==> config.mk <==
export PLATFORM = sky130hd
export DESIGN_NAME = mlp_classifier
export DESIGN_NICKNAME = d
export VERILOG_FILES = /design/src/rtl/mlp_pkg.sv /design/src/rtl/sample_receiver.sv /design/src/rtl/sample_queue.sv /design/src/rtl/dense_layer.sv /design/src/rtl/argmax_sender.sv /design/src/rtl/mlp_classifier.sv
export VERILOG_INCLUDE_DIRS = /design/src /design/src/rtl
export SDC_FILE = /design/constraint.sdc
export NUM_CORES = 2
export LEC_CHECK = 0
export CORE_ASPECT_RATIO = 1.1
export CORE_UTILIZATION = 40
export DETAILED_ROUTE_END_ITERATION = 8
export DONT_BUFFER_PORTS = 1
export GPL_TIMING_DRIVEN = 0
export SYNTH_ARGS = -nofsm -noshare
export SYNTH_HDL_FRONTEND = slang
export SYNTH_SLANG_ARGS = --single-unit
export TNS_END_PERCENT = 100
==> constraint.sdc <==
create_clock -name clk -period 10.15 [get_ports clk]
set_input_delay 2.03 -clock clk [delete_from_list [all_inputs] [get_ports clk]]
set_output_delay 2.03 -clock clk [all_outputs]
set_load 0.005 [all_outputs]
==> src/rtl/mlp_defines.svh <==
`ifndef MLP_DEFINES_SVH
`define MLP_DEFINES_SVH

// Fixed-point format of every data word
`define MLP_WIDTH 16
`define MLP_NFRAC 8

// Network shape
`define MLP_N_IN  4
`define MLP_N_HID 8
`define MLP_N_OUT 3

// Wide enough for a full dot product without overflow
`define MLP_ACC_WIDTH 40

// Entries between the receiver and layer 1
`define MLP_QUEUE_DEPTH 2

`endif

==> src/rtl/mlp_pkg.sv <==
`include "mlp_defines.svh"

package mlp_pkg;

    // Signed, MLP_NFRAC fraction bits, so 256 is 1.0
    typedef logic signed [`MLP_WIDTH-1:0] fixed_t;

    // Element 0 sits in the low bits of each vector
    typedef struct packed {
        fixed_t x3;
        fixed_t x2;
        fixed_t x1;
        fixed_t x0;
    } feature_vec_t;

    typedef struct packed {
        fixed_t h7;
        fixed_t h6;
        fixed_t h5;
        fixed_t h4;
        fixed_t h3;
        fixed_t h2;
        fixed_t h1;
        fixed_t h0;
    } hidden_vec_t;

    typedef struct packed {
        fixed_t z2;
        fixed_t z1;
        fixed_t z0;
    } logit_vec_t;

    typedef struct packed {
        logic [1:0] class_idx;
        fixed_t     logit;
    } class_result_t;

    // Indexed [neuron][input]
    localparam fixed_t layer1_weights [`MLP_N_HID][`MLP_N_IN] = '{
        '{ 128,  -64,   32,   96},
        '{ -96,  160,   64,  -32},
        '{  64,   64, -128,   48},
        '{ -32,  -48,   96,  128},
        '{ 200,  -16,  -80,   24},
        '{-128,   96,  112,  -64},
        '{  40,  180,  -24, -100},
        '{ -72,  -40,  144,   88}
    };

    localparam fixed_t layer1_bias [`MLP_N_HID] = '{32, 0, -16, 64, 0, 16, -32, 8};

    // Rows 0 and 1 differ only where the zero-input hidden value is zero
    localparam fixed_t layer2_weights [`MLP_N_OUT][`MLP_N_HID] = '{
        '{  96,  -48,   80,  -64,  112,   32,  -96,   48},
        '{  96,  120,  -56,  -64,  -40,   32,   72,   48},
        '{ -80,   64,   40,   56,  -32,  -48,   88, -120}
    };

    localparam fixed_t layer2_bias [`MLP_N_OUT] = '{16, 16, -24};

endpackage

==> src/rtl/sample_receiver.sv <==
`timescale 1ns/10ps

module sample_receiver (
    input  logic                  clk,
    input  logic                  reset,
    input  logic                  in_req,
    output logic                  in_ack,
    input  mlp_pkg::feature_vec_t in_sample,
    output logic                  sample_valid,
    input  logic                  sample_ready,
    output mlp_pkg::feature_vec_t sample_data
);

    typedef enum logic {
        S_IDLE,
        S_ACK
    } state_t;

    state_t state;
    logic   can_capture;
    logic   capture;

    // Holding register is free, or is being emptied this cycle
    assign can_capture = !sample_valid || sample_ready;
    assign capture     = (state == S_IDLE) && in_req && can_capture;
    assign in_ack      = (state == S_ACK);

    always_ff @(posedge clk or posedge reset) begin
        if (reset) begin
            state <= S_IDLE;
        end else begin
            case (state)
                S_IDLE: begin
                    if (capture) begin
                        state <= S_ACK;
                    end
                end
                // Hold the ack until the requester lets go
                S_ACK: begin
                    if (!in_req) begin
                        state <= S_IDLE;
                    end
                end
                default: state <= S_IDLE;
            endcase
        end
    end

    always_ff @(posedge clk or posedge reset) begin
        if (reset) begin
            sample_valid <= 1'b0;
        end else if (capture) begin
            sample_valid <= 1'b1;
        end else if (sample_ready) begin
            sample_valid <= 1'b0;
        end
    end

    always_ff @(posedge clk) begin
        if (capture) begin
            sample_data <= in_sample;
        end
    end

endmodule

==> src/rtl/sample_queue.sv <==
`timescale 1ns/10ps
`include "mlp_defines.svh"

module sample_queue (
    input  logic                  clk,
    input  logic                  reset,
    input  logic                  wr_valid,
    output logic                  wr_ready,
    input  mlp_pkg::feature_vec_t wr_data,
    output logic                  rd_valid,
    input  logic                  rd_ready,
    output mlp_pkg::feature_vec_t rd_data
);
    import mlp_pkg::*;

    localparam int DEPTH   = `MLP_QUEUE_DEPTH;
    localparam int PTR_W   = (DEPTH > 1) ? $clog2(DEPTH) : 1;
    localparam int COUNT_W = $clog2(DEPTH + 1);

    feature_vec_t       mem [DEPTH];
    logic [PTR_W-1:0]   wr_ptr;
    logic [PTR_W-1:0]   rd_ptr;
    logic [COUNT_W-1:0] count;
    logic               do_write;
    logic               do_read;

    assign wr_ready = (count != COUNT_W'(DEPTH));
    assign rd_valid = (count != '0);
    assign rd_data  = mem[rd_ptr];

    assign do_write = wr_valid && wr_ready;
    assign do_read  = rd_valid && rd_ready;

    always_ff @(posedge clk or posedge reset) begin
        if (reset) begin
            wr_ptr <= '0;
            rd_ptr <= '0;
            count  <= '0;
        end else begin
            if (do_write) begin
                wr_ptr <= (wr_ptr == PTR_W'(DEPTH - 1)) ? '0 : wr_ptr + 1'b1;
            end
            if (do_read) begin
                rd_ptr <= (rd_ptr == PTR_W'(DEPTH - 1)) ? '0 : rd_ptr + 1'b1;
            end
            // Simultaneous read and write leaves the count alone
            if (do_write && !do_read) begin
                count <= count + 1'b1;
            end else if (do_read && !do_write) begin
                count <= count - 1'b1;
            end
        end
    end

    always_ff @(posedge clk) begin
        if (do_write) begin
            mem[wr_ptr] <= wr_data;
        end
    end

endmodule

==> src/rtl/dense_layer.sv <==
`timescale 1ns/10ps
`include "mlp_defines.svh"

module dense_layer #(
    parameter int              IN_SIZE  = 4,
    parameter int              OUT_SIZE = 8,
    parameter bit              USE_RELU = 1'b1,
    parameter mlp_pkg::fixed_t WEIGHTS [OUT_SIZE][IN_SIZE] = '{default: '0},
    parameter mlp_pkg::fixed_t BIAS [OUT_SIZE] = '{default: '0}
) (
    input  logic                           clk,
    input  logic                           reset,
    input  logic                           in_valid,
    output logic                           in_ready,
    input  logic [IN_SIZE*`MLP_WIDTH-1:0]  in_data,
    output logic                           out_valid,
    input  logic                           out_ready,
    output logic [OUT_SIZE*`MLP_WIDTH-1:0] out_data
);
    import mlp_pkg::*;

    localparam int IN_IDX_W  = (IN_SIZE > 1) ? $clog2(IN_SIZE) : 1;
    localparam int OUT_IDX_W = (OUT_SIZE > 1) ? $clog2(OUT_SIZE) : 1;

    // Limits of fixed_t, widened to the accumulator
    localparam logic signed [`MLP_ACC_WIDTH-1:0] SAT_MAX = (2 ** (`MLP_WIDTH - 1)) - 1;
    localparam logic signed [`MLP_ACC_WIDTH-1:0] SAT_MIN = -(2 ** (`MLP_WIDTH - 1));

    typedef enum logic [1:0] {
        S_IDLE,
        S_MAC,
        S_FINISH,
        S_DONE
    } state_t;

    state_t                            state;
    logic [IN_IDX_W-1:0]               in_idx;
    logic [OUT_IDX_W-1:0]              out_idx;
    logic [IN_SIZE*`MLP_WIDTH-1:0]     x_reg;
    logic [OUT_SIZE*`MLP_WIDTH-1:0]    result_reg;
    logic signed [`MLP_ACC_WIDTH-1:0]  acc;
    fixed_t                            x_cur;
    fixed_t                            w_cur;
    logic signed [2*`MLP_WIDTH-1:0]    product;
    logic signed [`MLP_ACC_WIDTH-1:0]  scaled;
    logic signed [`MLP_ACC_WIDTH-1:0]  biased;
    fixed_t                            neuron_out;

    assign in_ready  = (state == S_IDLE);
    assign out_valid = (state == S_DONE);
    assign out_data  = result_reg;

    // One multiplier shared over all inputs and neurons
    assign x_cur   = x_reg[in_idx*`MLP_WIDTH +: `MLP_WIDTH];
    assign w_cur   = WEIGHTS[out_idx][in_idx];
    assign product = x_cur * w_cur;

    // Arithmetic shift floors toward minus infinity
    assign scaled = acc >>> `MLP_NFRAC;
    assign biased = scaled + BIAS[out_idx];

    always_comb begin
        if (biased > SAT_MAX) begin
            neuron_out = SAT_MAX[`MLP_WIDTH-1:0];
        end else if (biased < SAT_MIN) begin
            neuron_out = SAT_MIN[`MLP_WIDTH-1:0];
        end else begin
            neuron_out = biased[`MLP_WIDTH-1:0];
        end
        if (USE_RELU && (neuron_out < 0)) begin
            neuron_out = '0;
        end
    end

    always_ff @(posedge clk or posedge reset) begin
        if (reset) begin
            state   <= S_IDLE;
            in_idx  <= '0;
            out_idx <= '0;
        end else begin
            case (state)
                S_IDLE: begin
                    if (in_valid) begin
                        state   <= S_MAC;
                        in_idx  <= '0;
                        out_idx <= '0;
                    end
                end
                S_MAC: begin
                    if (in_idx == IN_IDX_W'(IN_SIZE - 1)) begin
                        state  <= S_FINISH;
                        in_idx <= '0;
                    end else begin
                        in_idx <= in_idx + 1'b1;
                    end
                end
                S_FINISH: begin
                    if (out_idx == OUT_IDX_W'(OUT_SIZE - 1)) begin
                        state <= S_DONE;
                    end else begin
                        state   <= S_MAC;
                        out_idx <= out_idx + 1'b1;
                    end
                end
                // Result held until the next stage takes it
                S_DONE: begin
                    if (out_ready) begin
                        state <= S_IDLE;
                    end
                end
                default: state <= S_IDLE;
            endcase
        end
    end

    always_ff @(posedge clk) begin
        case (state)
            S_IDLE: begin
                if (in_valid) begin
                    x_reg <= in_data;
                    acc   <= '0;
                end
            end
            S_MAC: begin
                acc <= acc + product;
            end
            S_FINISH: begin
                result_reg[out_idx*`MLP_WIDTH +: `MLP_WIDTH] <= neuron_out;
                acc <= '0;
            end
            default: ;
        endcase
    end

endmodule

==> src/rtl/argmax_sender.sv <==
`timescale 1ns/10ps

module argmax_sender (
    input  logic                   clk,
    input  logic                   reset,
    input  logic                   logit_valid,
    output logic                   logit_ready,
    input  mlp_pkg::logit_vec_t    logits,
    output logic                   out_req,
    input  logic                   out_ack,
    output mlp_pkg::class_result_t out_result
);
    import mlp_pkg::*;

    typedef enum logic [1:0] {
        S_IDLE,
        S_ARGMAX,
        S_REQ,
        S_ACK_LOW
    } state_t;

    state_t        state;
    logit_vec_t    logit_reg;
    class_result_t best;

    assign logit_ready = (state == S_IDLE);
    assign out_req     = (state == S_REQ);

    // Strict compare so a tie keeps the lower index
    always_comb begin
        best.class_idx = 2'd0;
        best.logit     = logit_reg.z0;
        if (logit_reg.z1 > best.logit) begin
            best.class_idx = 2'd1;
            best.logit     = logit_reg.z1;
        end
        if (logit_reg.z2 > best.logit) begin
            best.class_idx = 2'd2;
            best.logit     = logit_reg.z2;
        end
    end

    always_ff @(posedge clk or posedge reset) begin
        if (reset) begin
            state <= S_IDLE;
        end else begin
            case (state)
                S_IDLE: begin
                    if (logit_valid) begin
                        state <= S_ARGMAX;
                    end
                end
                S_ARGMAX: begin
                    state <= S_REQ;
                end
                S_REQ: begin
                    if (out_ack) begin
                        state <= S_ACK_LOW;
                    end
                end
                // Request already dropped, wait for the ack to follow
                S_ACK_LOW: begin
                    if (!out_ack) begin
                        state <= S_IDLE;
                    end
                end
                default: state <= S_IDLE;
            endcase
        end
    end

    always_ff @(posedge clk) begin
        if ((state == S_IDLE) && logit_valid) begin
            logit_reg <= logits;
        end
        if (state == S_ARGMAX) begin
            out_result <= best;
        end
    end

endmodule

==> src/rtl/mlp_classifier.sv <==
`timescale 1ns/10ps
`include "mlp_defines.svh"

module mlp_classifier (
    input  logic                   clk,
    input  logic                   reset,
    input  logic                   in_req,
    output logic                   in_ack,
    input  mlp_pkg::feature_vec_t  in_sample,
    output logic                   out_req,
    input  logic                   out_ack,
    output mlp_pkg::class_result_t out_result
);
    import mlp_pkg::*;

    // Receiver to queue
    feature_vec_t rx_data;
    logic         rx_valid;
    logic         rx_ready;

    // Queue to layer 1
    feature_vec_t q_data;
    logic         q_valid;
    logic         q_ready;

    // Layer 1 to layer 2
    hidden_vec_t  hidden;
    logic         hidden_valid;
    logic         hidden_ready;

    // Layer 2 to sender
    logit_vec_t   logits;
    logic         logit_valid;
    logic         logit_ready;

    sample_receiver u_receiver (
        .clk          (clk),
        .reset        (reset),
        .in_req       (in_req),
        .in_ack       (in_ack),
        .in_sample    (in_sample),
        .sample_valid (rx_valid),
        .sample_ready (rx_ready),
        .sample_data  (rx_data)
    );

    sample_queue u_queue (
        .clk      (clk),
        .reset    (reset),
        .wr_valid (rx_valid),
        .wr_ready (rx_ready),
        .wr_data  (rx_data),
        .rd_valid (q_valid),
        .rd_ready (q_ready),
        .rd_data  (q_data)
    );

    dense_layer #(
        .IN_SIZE  (`MLP_N_IN),
        .OUT_SIZE (`MLP_N_HID),
        .USE_RELU (1'b1),
        .WEIGHTS  (layer1_weights),
        .BIAS     (layer1_bias)
    ) u_layer1 (
        .clk       (clk),
        .reset     (reset),
        .in_valid  (q_valid),
        .in_ready  (q_ready),
        .in_data   (q_data),
        .out_valid (hidden_valid),
        .out_ready (hidden_ready),
        .out_data  (hidden)
    );

    // Output layer gives raw logits
    dense_layer #(
        .IN_SIZE  (`MLP_N_HID),
        .OUT_SIZE (`MLP_N_OUT),
        .USE_RELU (1'b0),
        .WEIGHTS  (layer2_weights),
        .BIAS     (layer2_bias)
    ) u_layer2 (
        .clk       (clk),
        .reset     (reset),
        .in_valid  (hidden_valid),
        .in_ready  (hidden_ready),
        .in_data   (hidden),
        .out_valid (logit_valid),
        .out_ready (logit_ready),
        .out_data  (logits)
    );

    argmax_sender u_sender (
        .clk         (clk),
        .reset       (reset),
        .logit_valid (logit_valid),
        .logit_ready (logit_ready),
        .logits      (logits),
        .out_req     (out_req),
        .out_ack     (out_ack),
        .out_result  (out_result)
    );

endmodule

## After elaboration in Yosys (flattened, before gate mapping)

Memory sizes are Yosys's and may differ from the RTL's. A register that Yosys moved wholly into a read port is not among the register bits.
Index checks and enable logic that the tools add are counted.

- Add/subtract/negate cells: 14
- $mul: 2
- Div/mod/pow operators: 0
- Magnitude comparators: 11
- Eq/ne operators: 25
- Shifts and indexed selects: 6
- Multiplexer cells: 66
- Bitwise gates (word level): 5
- Reductions and logical operators: 34

Operators by type and width:

| kind | count |
|---|---|
| 128-bit binary-select mux with 2-bit select | 1 |
| 128-bit two-way mux | 2 |
| 40-bit case mux with 3 select lines | 2 |
| 16-bit two-way mux | 14 |
| 128-bit bitwise mux | 1 |
| 64-bit two-way mux | 2 |
| 16-bit by 34-bit variable shift with 128-bit output (first input constant) | 1 |
| 128-bit by 8-bit variable part select with 16-bit output | 1 |
| 16-bit by 34-bit variable part select with 128-bit output | 1 |
| 40-bit by 32-bit adder with 40-bit output | 2 |
| 40-bit by 16-bit greater-than comparator with 1-bit output (second input constant) | 2 |
| 40-bit by 16-bit < comparator with 1-bit output (second input constant) | 2 |
| 40-bit two-way mux | 2 |
| 32-bit by 16-bit adder with 33-bit output | 2 |
| 16-bit binary-select mux with 2-bit select | 2 |
| 16-bit by 16-bit multiplier with 32-bit output | 2 |
| 64-bit by 7-bit variable part select with 16-bit output | 1 |
| 16-bit binary-select mux with 3-bit select | 1 |
| 48-bit bitwise mux | 1 |
| 16-bit by 34-bit variable shift with 48-bit output (first input constant) | 1 |
| 16-bit by 34-bit variable part select with 48-bit output | 1 |
| 2-bit two-way mux | 17 |
| 6-bit negator with 34-bit output | 1 |
| 7-bit negator with 34-bit output | 1 |
| 31 further kinds | 100 |

- Bits in registers: 536
- Latch bits: 0
- Bits in writable memories: 128
- Memory bits (read-only): 640
- Output and inout bits: 20
- Word-level logic and storage cells: 192
- Memories: 3

Memories:

| name | words | bits a word | read ports | clocked after Yosys merged registers in | wr ports | RTL line | source |
|---|---|---|---|---|---|---|---|
| (no name shown) | 8 | 64 | 1 | 0 | 0 | dense_layer.sv:55 | `assign w_cur = WEIGHTS[out_idx][in_idx];` |
| (no name shown) | 8 | 16 | 1 | 0 | 0 | dense_layer.sv:60 | `assign biased = scaled + BIAS[out_idx];` |
| u_queue.mem | 2 | 64 | 1 | 1 | 1 | sample_queue.sv:20 | `feature_vec_t mem [DEPTH];` |

## Logic depth before layout (Yosys ltp)

- Depth after elaboration: 12
- Mapped depth: 36
- Mapped depth without buffers: 34

## Cells and area by module

A second synthesis with hierarchy kept.

- Cell total of the unflattened synthesis: 4,436
- Area, all modules: 51,262.9 µm²

Modules (own cells, without submodules):

| module | times used | cells each | area an instance (µm²) |
|---|---|---|---|
| dense_layer at u_layer1 | 1 | 2,160 | 21,966.1 |
| dense_layer at u_layer2 | 1 | 1,703 | 18,671.7 |
| sample_queue | 1 | 218 | 5,022.3 |
| argmax_sender | 1 | 283 | 3,584.7 |
| sample_receiver | 1 | 72 | 2,018.2 |

## Worst setup path after synthesis

No wires, ideal clock.

- Path type: reg-to-reg
- From: reg u_layer2.in_idx[0]
- To: reg u_layer2.acc[37], data pin
- Arrival: 8.878 ns
- Data required time: 9.884 ns
- Path slack: 1.006 ns
- Cell stages (with the launch flop): 29
- Path buffers: 3
- Period minus slack after synthesis: 9.144 ns
- Cells stage by stage: dfrtp_1 buf_1 clkbuf_1 buf_1 mux4_2 mux2i_1 nor2_1 fa_1 inv_1 fa_1 inv_1 fa_1 fa_1 fa_1 inv_1 fa_1 inv_1 ha_1 or2_2 o22ai_1 a211oi_1 a311oi_1 o211ai_1 o211ai_1 o31ai_1 o41ai_1 o21a_1 xor2_1 nor2_1

- Longest elaborated chain between the ends: 7
- Elaborated cells on any way between the ends: 8
- Classes of those cells: 1 x add/sub; 1 x mul; 1 x shift; 4 x mux; 1 x bitwise

RTL lines:

| what | RTL line | source |
|---|---|---|
| start: declaration | dense_layer.sv:37 | `logic [IN_IDX_W-1:0] in_idx;` |
| start signal: assignment | dense_layer.sv:94 | `in_idx <= in_idx + 1'b1;` |
| branches (longest 4 deep; another with 128-bit by 8-bit variable part select with 16-bit output) | - |  |
| 16-bit by 16-bit multiplier with 32-bit output (*) | dense_layer.sv:56 | `assign product = x_cur * w_cur;` |
| 40-bit by 32-bit adder with 40-bit output (*) | dense_layer.sv:125 | `acc <= acc + product;` |
| 40-bit case mux with 3 select lines (*) | dense_layer.sv:117 | `case (state)` |
| end signal: assignment | dense_layer.sv:125 |  |
| end: declaration | dense_layer.sv:41 | `` logic signed [`MLP_ACC_WIDTH-1:0] acc; `` |

Every way passes the cells marked *. The select of a mux whose other input is x is not followed.
A chain may end at the register's enable or synchronous reset.

## Worst setup path after layout

- From: reg u_layer2.in_idx[1]
- To: reg u_layer2.acc[39], data pin

The elaborated chain is that of the path after synthesis.

==> flow_summary.toml <==
[yosys]
synthFlopType = "edfxtp_1"
synthCells = 4135
syn_area_per_cell_um2 = 11.9
synth-edff-count = 685
synthesis.area_mm2 = 0.0491
yosysWarnings = 0
ys_seq_area_share_pct = 43.0
yosysUniqueCellTypes = 85
async_flop_share_pct = 3.11
ys_ff_latch = 707

[drt]
drtAntennaViolNets = 0
drcViolationCount = 0
firstDrtPassIters = 5
via_per_inst = 5.05
vias = 30000
wl_per_cell_um = 18.3
first_iter_violations = 1733
routed_wirelength_um = 109000

[clock_network]
clockBufferDepth = 3
cts_max_level = 3
cts_buffers = 76
cts_hold_buffers = 0
cts_tree = "yes"
cts.sinks = 707
insertion_delay_ns = 0.67
clk_pin_slew_ns = 0.06
root_buffer = "clkbuf_16"

[layout]
fin_nets = 5111
antenna_cells = 0
drive_gt1_share_pct = 8.88
largest_reg_flops = 128
fill_cells = 11200
area_growth_pct = 10.7

[timing]
post-route-min-period_ns = 9.66
drv_slew = 0
tightest_slew_ns = 1.30
grt_setup_unrepaired = "false"
timing.hold.ws_ns = 0.398
timing.fmax_mhz = 103
hold_viol_final = 0
relSlewSlack_pct = 12.8
post-route-period-util_pct = 95.2
setup_viol = 0
clock_skew_ns = 0.0501

[floorplanning]
chipWidth_um = 336
fp.dieArea_mm2 = 0.124
fp.coreArea_mm2 = 0.122
rows = 134
ios = 88
start_util_pct = 40.4
die_y_um = 369

[critical_path]
worstSetupPathType = "reg2reg"
start_kind = "flip-flop"
critPathArrivalTime_ns = 10.01
required_ns = 10.50
critPathMaxFanout = 10
slowest_stage = "fa_1"
cpMostUsedCell = "fa_1"
slowest_delay_ns = 0.55
end_kind = "flip-flop"

[global_routing]
grt_pass1_vias = 31600
grt_overflow_total = 0
grt_first_pass_wirelength_um = 173000
track_usage_pct = 17.9
grt_max_degree = 69
antenna_found_initial = 0

[run]
cap_viol_max_count = 0

[place]
gp_congestion = 0.868
io_buffers = 0
dp_hpwl_um = 86600

[worst_hold_path]
min_path_type = "reg2reg"

[run_status]
status = "finished clean"
==> repair_timing <==
item	4_1_cts	5_1_grt
resized for setup	29	31
endpoints found under the setup margin	24	15
setup buffers	0	1
cloned	0	0
==> synthesized netlist by cell type, types with 21 or more instances <==
master / n / share of area (%)
fa_1: 440 / 18
nand3_1: 48 / 0.49
and2_1: 39 / 0.50
inv_1: 720 / 5.5
mux2_2: 95 / 2.2
ha_1: 351 / 8.9
clkbuf_1: 90 / 0.69
dfrtp_1: 22 / 1.1
o22ai_1: 25 / 0.32
o21ai_1: 24 / 0.24
o21a_1: 27 / 0.41
nor3_1: 28 / 0.29
o21ai_0: 221 / 2.3
o211ai_1: 21 / 0.32
mux2i_1: 70 / 1.4
a21oi_1: 134 / 1.4
a211oi_1: 22 / 0.34
mux4_2: 31 / 1.4
a21o_1: 52 / 0.79
or2_2: 32 / 0.41
nand4_1: 25 / 0.32
edfxtp_1: 685 / 42
nand2b_1: 62 / 0.79
nor2b_1: 38 / 0.48
nor2_1: 314 / 2.4
xor2_1: 48 / 0.86
nand2_1: 161 / 1.2
xnor2_1: 91 / 1.6
==> cell usage in the layout (no fill, tap or decap), types with 10 or more instances in the layout <==
cell       synthesis  final
dfrtp_1           22     22
nand3_1           48     48
conb_1             2     16
o22ai_1           25     25
o21bai_1          17     17
mux2_2            95     95
nor2_1           314    302
edfxtp_1         685    685
mux2i_1           70     65
ha_1             351    349
nand2_1          161    161
inv_1            720    719
nor3_1            28     27
xnor2_1           91     91
a211oi_1          22     22
a21oi_1          134    130
o21ai_0          221    220
clkbuf_1          90     96
and3_1            17     15
nand2b_1          62     62
a21o_1            52     52
clkbuf_16          0     76
clkinv_2           0     10
nand4_1           25     25
and2_1            39     38
clkbuf_2           0     13
o21a_1            27     27
xor2_1            48     48
mux4_2            31     31
fa_1             440    440
o211ai_1          21     21
nor4_1            11     10
nand3b_1          11     11
nor2_2             0     10
or2_2             32     32
nor2b_1           38     37
o21ai_1           24     18
==> worst max-delay path, delay by kind of cell, from the launching register on <==
kind	cells	cell delay (ns)
AOI/OAI and AO/OA	9	2.41
adders and majority gates	7	3.45
buffers and inverters	8	2.02
DFF	1	0.35
muxes	2	0.91
and+or+nand+nor	2	0.25
==> final cells by class <==
cell class	instances	area (um^2)	share of cell area [%]
Sequential cell	707	21100	38.9
Multi-Input combinational cell	2612	25100	46.2
Buffer	110	477	0.877
Timing Repair Buffer	25	430	0.792
Tap cell	1632	2040	3.76
Clock inverter	41	495	0.912
Inverter	720	2700	4.97
Clock buffer	97	2000	3.68
==> cell families (layout without fill, tap and decap cells) <==
kind of cell             after synthesis  after routing  synth area share (%)
AND/OR/NAND/NOR                      827            827                  8.05
multiplexers                         196            196                  5.03
XOR/XNOR                             139            139                  2.48
buffers and inverters                830            993                  6.41
AO/OA/AOI/OAI                        642            642                  8.11
other                                  2             16                0.0153
flip-flops                           707            707                  43.0
adder cells (fa/ha/maj)              792            792                  26.9
==> layer usage <==
metal  share of wire (%)  routed length, um  vias up  global-route usage (%)
met3                 3.4               3640      235                    1.99
met2                  53              57200      627                    33.5
met1                  39              42600    14800                    20.3
met4                 4.8               5180        0                    8.05
met5                   0                  0        -                       0
li1                    -                  -    14300                       -
==> per-stage QoR <==
| step | utilization [%] | std cells | setup slack [ns] | setup TNS [ns] | instance area (um^2) |
|---|---|---|---|---|---|
| detailed placement | 42.5 | 5805 | -1.26 | -9.86 | 51700 |
| global route | 44.7 | 5944 | 0.00282 | 0 | 54400 |
| global placement | 42.1 | 5781 | -1.16 | -7.71 | 51200 |
| finish | 44.7 | 5944 | 0.486 | 0 | 54400 |
| floorplan | - | 4149 | 1.01 | 0 | 49200 |
| CTS | 44.7 | 5943 | 0.0179 | 0 | 54300 |
==> final timing paths <==
path	startpoint	endpoint	slack (ns)	cells after the start
worst max register to register	u_layer2.in_idx[1]	u_layer2.acc[39]	0.49	28
max in group asynchronous	reset	u_receiver.sample_valid	7.80	1
min in group asynchronous	reset	u_layer1.state[0]	1.60	1
worst min-delay path	u_layer1.out_data[104]	u_layer2.x_reg[104]	0.40	0
worst max-delay path	u_layer2.in_idx[1]	u_layer2.acc[39]	0.49	28
worst min register to register	u_layer1.out_data[104]	u_layer2.x_reg[104]	0.40	0
Power is not shown: default switching activity piles up to over one toggle a cycle in this logic, so the estimate is an artifact.
